`config.mk`:
```
export PLATFORM = sky130hd
export DESIGN_NAME = bnn_fc
export DESIGN_NICKNAME = d
export VERILOG_FILES = /design/src/logic/bnn_fc_pkg.sv /design/src/logic/weight_store.sv /design/src/logic/xnor_match.sv /design/src/logic/popcount_tree.sv /design/src/logic/frame_accum.sv /design/src/logic/bnn_fc.sv
export VERILOG_INCLUDE_DIRS = /design/src /design/src/logic
export SDC_FILE = /design/constraint.sdc
export NUM_CORES = 1
export LEC_CHECK = 0
export CORE_MARGIN = 1.5
export CORE_UTILIZATION = 40
export DETAILED_ROUTE_END_ITERATION = 8
export DONT_BUFFER_PORTS = 1
export PLACE_DENSITY_LB_ADDON = 0.1
export SYNTH_ARGS = -nofsm -noshare
export SYNTH_HDL_FRONTEND = slang
export SYNTH_SLANG_ARGS = --single-unit
export TNS_END_PERCENT = 5
```
`constraint.sdc`:
```
create_clock -name clk -period 2.3 [get_ports clk]
set_input_delay 0.575 -clock clk [delete_from_list [all_inputs] [get_ports clk]]
set_output_delay 0.575 -clock clk [all_outputs]
set_load 0.01 [all_outputs]
```
`src/logic/bnn_fc_consts.svh`:
```
`ifndef BNN_FC_CONSTS_SVH
`define BNN_FC_CONSTS_SVH

// bits per beat
`define BNN_LANES 12

// beats per frame
`define BNN_BEATS 12

// lanes times beats
`define BNN_WEIGHTS 144

// sampled beat to accumulator update
`define BNN_PIPE_LAT 6

`endif

```
`src/logic/bnn_fc_pkg.sv`:
```
`include "bnn_fc_consts.svh"

package bnn_fc_pkg;

    // input word, weight row or xnor match
    typedef logic [`BNN_LANES-1:0] lane_vec_t;

    // beat number within a frame
    typedef logic [3:0] beat_idx_t;

    // serial weight load address
    typedef logic [7:0] waddr_t;

    // pair, group or beat score, -12 .. 12
    typedef logic signed [7:0] beat_score_t;

    // frame sum, -144 .. 144
    typedef logic signed [15:0] acc_t;

endpackage

```
`src/logic/weight_store.sv`:
```
`timescale 1ns/100ps
`include "bnn_fc_consts.svh"

module weight_store (
    input  logic                  clk,
    input  logic                  rstn,
    input  logic                  weight,
    input  logic                  weight_en,
    input  logic                  ivalid,
    input  bnn_fc_pkg::beat_idx_t beat_idx,
    output bnn_fc_pkg::lane_vec_t row
);

    import bnn_fc_pkg::*;

    waddr_t                  waddr;
    logic [`BNN_WEIGHTS-1:0] w_bits;
    logic                    addr_last;

    assign addr_last = (waddr == waddr_t'(`BNN_WEIGHTS - 1));

    // load address, one step per loaded bit
    always_ff @(posedge clk or negedge rstn) begin
        if (!rstn) begin
            waddr <= '0;
        end else if (weight_en) begin
            if (addr_last) begin
                waddr <= '0;
            end else begin
                waddr <= waddr + 1'b1;
            end
        end
    end

    always_ff @(posedge clk) begin
        if (weight_en) begin
            w_bits[waddr] <= weight;
        end
    end

    // row r is weights r*12 .. r*12+11, lane 0 at the low end
    assign row = w_bits[beat_idx * `BNN_LANES +: `BNN_LANES];

    // rows are read straight from the load register
    a_no_load_with_beat: assert property (
        @(posedge clk) disable iff (!rstn)
        !(weight_en && ivalid)
    ) else $error("weight_en and ivalid high in the same cycle");

endmodule

```
`src/logic/xnor_match.sv`:
```
`timescale 1ns/100ps
`include "bnn_fc_consts.svh"

module xnor_match (
    input  logic                  clk,
    input  logic                  rstn,
    input  logic                  ivalid,
    input  bnn_fc_pkg::lane_vec_t din,
    input  bnn_fc_pkg::lane_vec_t row,
    output bnn_fc_pkg::beat_idx_t beat_idx,
    output bnn_fc_pkg::lane_vec_t match,
    output logic                  match_valid,
    output logic                  match_last
);

    import bnn_fc_pkg::*;

    logic last_beat;

    assign last_beat = (beat_idx == beat_idx_t'(`BNN_BEATS - 1));

    // frame beat counter, holds through ivalid gaps
    always_ff @(posedge clk or negedge rstn) begin
        if (!rstn) begin
            beat_idx    <= '0;
            match_valid <= 1'b0;
            match_last  <= 1'b0;
        end else begin
            match_valid <= ivalid;
            match_last  <= ivalid && last_beat;
            if (ivalid) begin
                if (last_beat) begin
                    beat_idx <= '0;
                end else begin
                    beat_idx <= beat_idx + 1'b1;
                end
            end
        end
    end

    // 1 where input bit and weight agree
    always_ff @(posedge clk) begin
        if (ivalid) begin
            match <= din ~^ row;
        end
    end

    a_beat_in_range: assert property (
        @(posedge clk) disable iff (!rstn)
        beat_idx <= beat_idx_t'(`BNN_BEATS - 1)
    ) else $error("beat_idx out of range: %0d", beat_idx);

endmodule

```
`src/logic/popcount_tree.sv`:
```
`timescale 1ns/100ps
`include "bnn_fc_consts.svh"

module popcount_tree (
    input  logic                    clk,
    input  logic                    rstn,
    input  bnn_fc_pkg::lane_vec_t   match,
    input  logic                    match_valid,
    input  logic                    match_last,
    output bnn_fc_pkg::beat_score_t score,
    output logic                    score_valid,
    output logic                    score_last
);

    import bnn_fc_pkg::*;

    beat_score_t pair_q [`BNN_LANES/2];
    beat_score_t sum_q [3];
    beat_score_t group_q [2];

    // [0] pair stage, [1] sum stage, [2] group stage
    logic [2:0] vld_q;
    logic [2:0] lst_q;

    always_ff @(posedge clk or negedge rstn) begin
        if (!rstn) begin
            vld_q       <= '0;
            lst_q       <= '0;
            score_valid <= 1'b0;
            score_last  <= 1'b0;
        end else begin
            vld_q       <= {vld_q[1:0], match_valid};
            lst_q       <= {lst_q[1:0], match_last};
            score_valid <= vld_q[2];
            score_last  <= lst_q[2];
        end
    end

    // both match +2, both differ -2, else 0
    always_ff @(posedge clk) begin
        for (int p = 0; p < `BNN_LANES/2; p++) begin
            if (!match_valid) begin
                pair_q[p] <= '0;
            end else if (match[2*p] && match[2*p+1]) begin
                pair_q[p] <= 8'sd2;
            end else if (!match[2*p] && !match[2*p+1]) begin
                pair_q[p] <= -8'sd2;
            end else begin
                pair_q[p] <= '0;
            end
        end
    end

    always_ff @(posedge clk) begin
        if (vld_q[0]) begin
            sum_q[0] <= pair_q[0] + pair_q[1];
            sum_q[1] <= pair_q[2] + pair_q[3];
            sum_q[2] <= pair_q[4] + pair_q[5];
        end else begin
            sum_q[0] <= '0;
            sum_q[1] <= '0;
            sum_q[2] <= '0;
        end
    end

    // third sum just rides along one stage
    always_ff @(posedge clk) begin
        if (vld_q[1]) begin
            group_q[0] <= sum_q[0] + sum_q[1];
            group_q[1] <= sum_q[2];
        end else begin
            group_q[0] <= '0;
            group_q[1] <= '0;
        end
    end

    always_ff @(posedge clk) begin
        if (vld_q[2]) begin
            score <= group_q[0] + group_q[1];
        end else begin
            score <= '0;
        end
    end

    a_score_range: assert property (
        @(posedge clk) disable iff (!rstn)
        score_valid |-> (score >= -(`BNN_LANES) && score <= `BNN_LANES)
    ) else $error("beat score out of range: %0d", score);

endmodule

```
`src/logic/frame_accum.sv`:
```
`timescale 1ns/100ps

module frame_accum (
    input  logic                    clk,
    input  logic                    rstn,
    input  bnn_fc_pkg::beat_score_t score,
    input  logic                    score_valid,
    input  logic                    score_last,
    output bnn_fc_pkg::acc_t        dout,
    output logic                    ovalid
);

    import bnn_fc_pkg::*;

    // set after the first beat of a frame lands
    logic frame_open;
    acc_t score_ext;

    assign score_ext = acc_t'(score);

    always_ff @(posedge clk or negedge rstn) begin
        if (!rstn) begin
            frame_open <= 1'b0;
        end else if (score_valid) begin
            frame_open <= !score_last;
        end
    end

    // first beat loads, the rest add
    always_ff @(posedge clk or negedge rstn) begin
        if (!rstn) begin
            dout <= '0;
        end else if (score_valid) begin
            if (frame_open) begin
                dout <= dout + score_ext;
            end else begin
                dout <= score_ext;
            end
        end
    end

    // one-cycle pulse with the completed sum
    always_ff @(posedge clk or negedge rstn) begin
        if (!rstn) begin
            ovalid <= 1'b0;
        end else begin
            ovalid <= score_valid && score_last;
        end
    end

endmodule

```
`src/logic/bnn_fc.sv`:
```
`timescale 1ns/100ps

module bnn_fc (
    input  logic                  clk,
    input  logic                  rstn,
    input  logic                  ivalid,
    input  bnn_fc_pkg::lane_vec_t din,
    input  logic                  weight,
    input  logic                  weight_en,
    output logic                  ovalid,
    output bnn_fc_pkg::acc_t      dout
);

    import bnn_fc_pkg::*;

    beat_idx_t   beat_idx;
    lane_vec_t   row;
    lane_vec_t   match;
    logic        match_valid;
    logic        match_last;
    beat_score_t score;
    logic        score_valid;
    logic        score_last;

    weight_store u_weight_store (
        .clk       (clk),
        .rstn      (rstn),
        .weight    (weight),
        .weight_en (weight_en),
        .ivalid    (ivalid),
        .beat_idx  (beat_idx),
        .row       (row)
    );

    xnor_match u_xnor_match (
        .clk         (clk),
        .rstn        (rstn),
        .ivalid      (ivalid),
        .din         (din),
        .row         (row),
        .beat_idx    (beat_idx),
        .match       (match),
        .match_valid (match_valid),
        .match_last  (match_last)
    );

    popcount_tree u_popcount_tree (
        .clk         (clk),
        .rstn        (rstn),
        .match       (match),
        .match_valid (match_valid),
        .match_last  (match_last),
        .score       (score),
        .score_valid (score_valid),
        .score_last  (score_last)
    );

    frame_accum u_frame_accum (
        .clk         (clk),
        .rstn        (rstn),
        .score       (score),
        .score_valid (score_valid),
        .score_last  (score_last),
        .dout        (dout),
        .ovalid      (ovalid)
    );

endmodule

```
==> flow_summary.ini <==
[run_status]
outcome = finished, final reports clean

[sta]
min_period_ps = 2288
hold_violations = 0
maxSlewHeadroom = 0.4738
skew_ps = 7.571
fmax_mhz = 437.0
setup_viol = 0
drv_slew = 0
rsz0062_at_grt = true
finalCritPeriodShare = 0.9949
max_slew.worst_pin.slew_ps = 787.4
fin_ws_ps = 11.62

[min_path]
worstHoldStart = ivalid
min-delay-path-class = primary input to register
whs_path_depth = 0
min_to = u_xnor_match.match_valid

[worst_setup_path]
reg2reg_to = u_frame_accum.dout[15]
cp-start-kind = register
worstPathMaxFanout = 3
path_class = register to register
worst_path_max_delay_cell = dfrtp_1
r2r_cells = 9
reg2reg_slack_ps = 10
critPathLaunch = u_frame_accum.dout[1]
cp-end-kind = register
cp.arrival_ps = 2670
r2r-start = u_frame_accum.dout[1]
required_ps = 2690
cp_slowest_stage_delay_ps = 390
worstPathCellList = ha_2 > fa_2 > a21oi_2 > o21ai_2 > a311oi_2 > o21ai_2 > or3_1 > o221ai_2 > a31oi_1
crit_top_cell = o21ai_2

[floorplan]
initial_core_util = 0.4049
fp.dieArea_sq_um = 28980
rows = 61
die_w_microns = 170.2
core_sq_um = 27630
io_pins = 34
die_y_microns = 170.2

[pwr]
ir_worst_vdd_v = 0.0006022
p_leak_nw = 4.717
power_density_nw_per_um2 = 1167
fin_total_pwr_w = 0.01472

[logic_synthesis]
synth_top_area_cell = edfxtp_1
syn-cell-area_sq_um = 11190
ys_ff_latch = 240
syn_inst = 871
synthArstFlopShare = 0.1625
yosysSeqAreaShare = 0.5973
ys_warn_count = 0
synth_top_cell_area_share = 0.4510
synth_area_leaders = edfxtp_1, dfrtp_1, mux4_2
yosysUniqueCellTypes = 48
synth_edf_count = 168
syn_nets = 949
dominantRegCellSynth = edfxtp_1
postSynthAreaPerCell_sq_um = 12.84

[drt]
post_drt_wl_per_cell_microns = 17.74
ant_nets = 0
wl_microns = 22900
drtIter0Drc = 412
dr.pass1.iters = 5
vias = 6690
post-route-drc-count = 0
vias_per_cell = 5.182

[clock_tree]
clock-sinks = 240
cts_tree = yes
htree_levels = 1
cts-buffers-inserted = 27
cts_root_buf = clkbuf_16
cts_buffer_depth = 3
clk_pin_slew_ps = 60
clock_latency_ps = 520

[place]
place_hpwl_microns = 14600
numPortBuffers = 0
pre_cts_ws_ps = -36.67
finalWeightedCongestion = 0.7506

[global_routing]
gr-total-overflow = 0
grt_pass1_vias = 6930
grt_max_degree = 145
grt_usage = 0.1647
grt_pass1_wl_microns = 36870
antenna_found_initial = 1

[finish]
area_delta_synth_final_pct = 12.81
fin_nets = 970
final_util = 0.4567
drive_gt1_frac = 0.1316

[flow_run]
cap_violations = 0
## Yosys cell counts, drive strengths merged (10+ instances only)
cell type  count
a21o          11
a21oi         35
and2          29
buf           14
clkbuf        27
dfrtp         39
dfxtp         33
edfxtp       168
fa            15
ha            46
inv           40
mux2i         19
mux4          36
nand2         39
nand3         10
nand3b        10
nor2         178
nor2b         10
o21ai         10
o22ai         13
xnor2         25
xor2          10
## cell usage in the layout (no fill, tap or decap), drive strengths merged, types with 4 or more instances in the layout
| master | netlist | layout |
|---|---|---|
| nor2 | 178 | 178 |
| edfxtp | 168 | 168 |
| ha | 46 | 46 |
| clkbuf | 27 | 43 |
| inv | 40 | 40 |
| nand2 | 39 | 39 |
| dfrtp | 39 | 39 |
| mux4 | 36 | 36 |
| a21oi | 35 | 35 |
| dfxtp | 33 | 33 |
| buf | 14 | 32 |
| and2 | 29 | 29 |
| xnor2 | 25 | 25 |
| mux2i | 19 | 19 |
| fa | 15 | 15 |
| o22ai | 13 | 13 |
| a21o | 11 | 11 |
| nor2b | 10 | 10 |
| nand3 | 10 | 10 |
| nand3b | 10 | 10 |
| xor2 | 10 | 10 |
| o21ai | 10 | 10 |
| nor3b | 7 | 7 |
| and3b | 7 | 7 |
| nand2b | 7 | 7 |
| nand4 | 5 | 5 |
| o21bai | 4 | 4 |
| mux2 | 4 | 4 |
| clkinv | 0 | 4 |
## what timing repair did
item | CTS | global route
hold buffers | 2 | 0
endpoints found under the hold margin | 39 | 0
setup buffers | 2 | 2
cloned | 0 | 0
endpoints found under the setup margin | 2 | 4
pin swaps | 5 | 5
gates resized for setup | 3 | 5
## metal layers
layer	vias up	share of wire	wire [microns]	track usage
met2	132	0.51	11650	0.2888
li1	3113	-	-	-
met3	48	0.041	937	0.02558
met5	-	0	0	0
met1	3397	0.42	9531	0.2049
met4	0	0.034	777	0.06272
## registers in the layout, indices dropped and copies added (netlist names), 3 cells and up
| name | flops |
|---|---|
| u_weight_store.w_bits | 144 |
| u_frame_accum.dout | 15 |
| u_popcount_tree.sum_q | 14 |
| u_popcount_tree.group_q | 12 |
| u_popcount_tree.pair_q | 12 |
| u_xnor_match.match | 12 |
| u_weight_store.waddr | 8 |
| u_popcount_tree.score | 7 |
| u_xnor_match.beat_idx | 4 |
| u_popcount_tree.lst_q | 3 |
| u_popcount_tree.vld_q | 3 |
## cells by family after synthesis
logic type	count (synthesis)	share of synthesized area
and+or+nand+nor	309	0.1266
DFF	240	0.5973
AOI/OAI and AO/OA	85	0.04765
buffers and inverters	81	0.02886
adders and majority gates	61	0.07830
muxes	59	0.09351
xor gates and xnor gates	35	0.02740
other	1	0.0003352
## worst max-delay path: cells and delay by family (launching register included)
family / cells / cell delay (ps)
compound gates: 6 / 890
fa+ha+maj: 2 / 550
flops: 1 / 390
simple gates: 1 / 330
## power by group
part / internal [W] / switching [W]
Sequential: 0.00535 / 0.000535
Combinational: 0.00225 / 0.00271
Clock: 0.00226 / 0.00161
## metrics by stage
stage	area, sq um	hold slack, ps	instances	TNS [ps]
after floorplan	11190	279.4	871	0
after CTS	12580	62.38	1288	-14.31
final	12620	91.32	1291	0
after detailed placement	11720	284.5	1235	-36.67
after global placement	11720	281.9	1235	-41.33
after global routing	12620	60.49	1291	-137.0
## worst max path at each step
stage	endpoint	slack (ps)	cells past startpoint
2_1_floorplan	u_frame_accum.dout[15]	50	9
3_3_place_gp	u_frame_accum.dout[15]	-40	9
3_5_place_dp	u_frame_accum.dout[15]	-40	9
4_1_cts	u_frame_accum.dout[15]	-10	9
5_1_grt	u_frame_accum.dout[15]	-80	9
6_report	u_frame_accum.dout[15]	10	9
## area by class of cell
cell class | instances | area (sq um)
Clock buffer | 43 | 763.2
Fill cell | 2550 | 15010
Multi-Input combinational cell | 550 | 4219
Clock inverter | 6 | 32.53
Timing Repair Buffer | 33 | 295.3
Tap cell | 378 | 473.0
Sequential cell | 240 | 6683
Inverter | 40 | 150.1
Antenna cell | 1 | 2.502
Note: power is estimated with default switching activity, not from simulation.
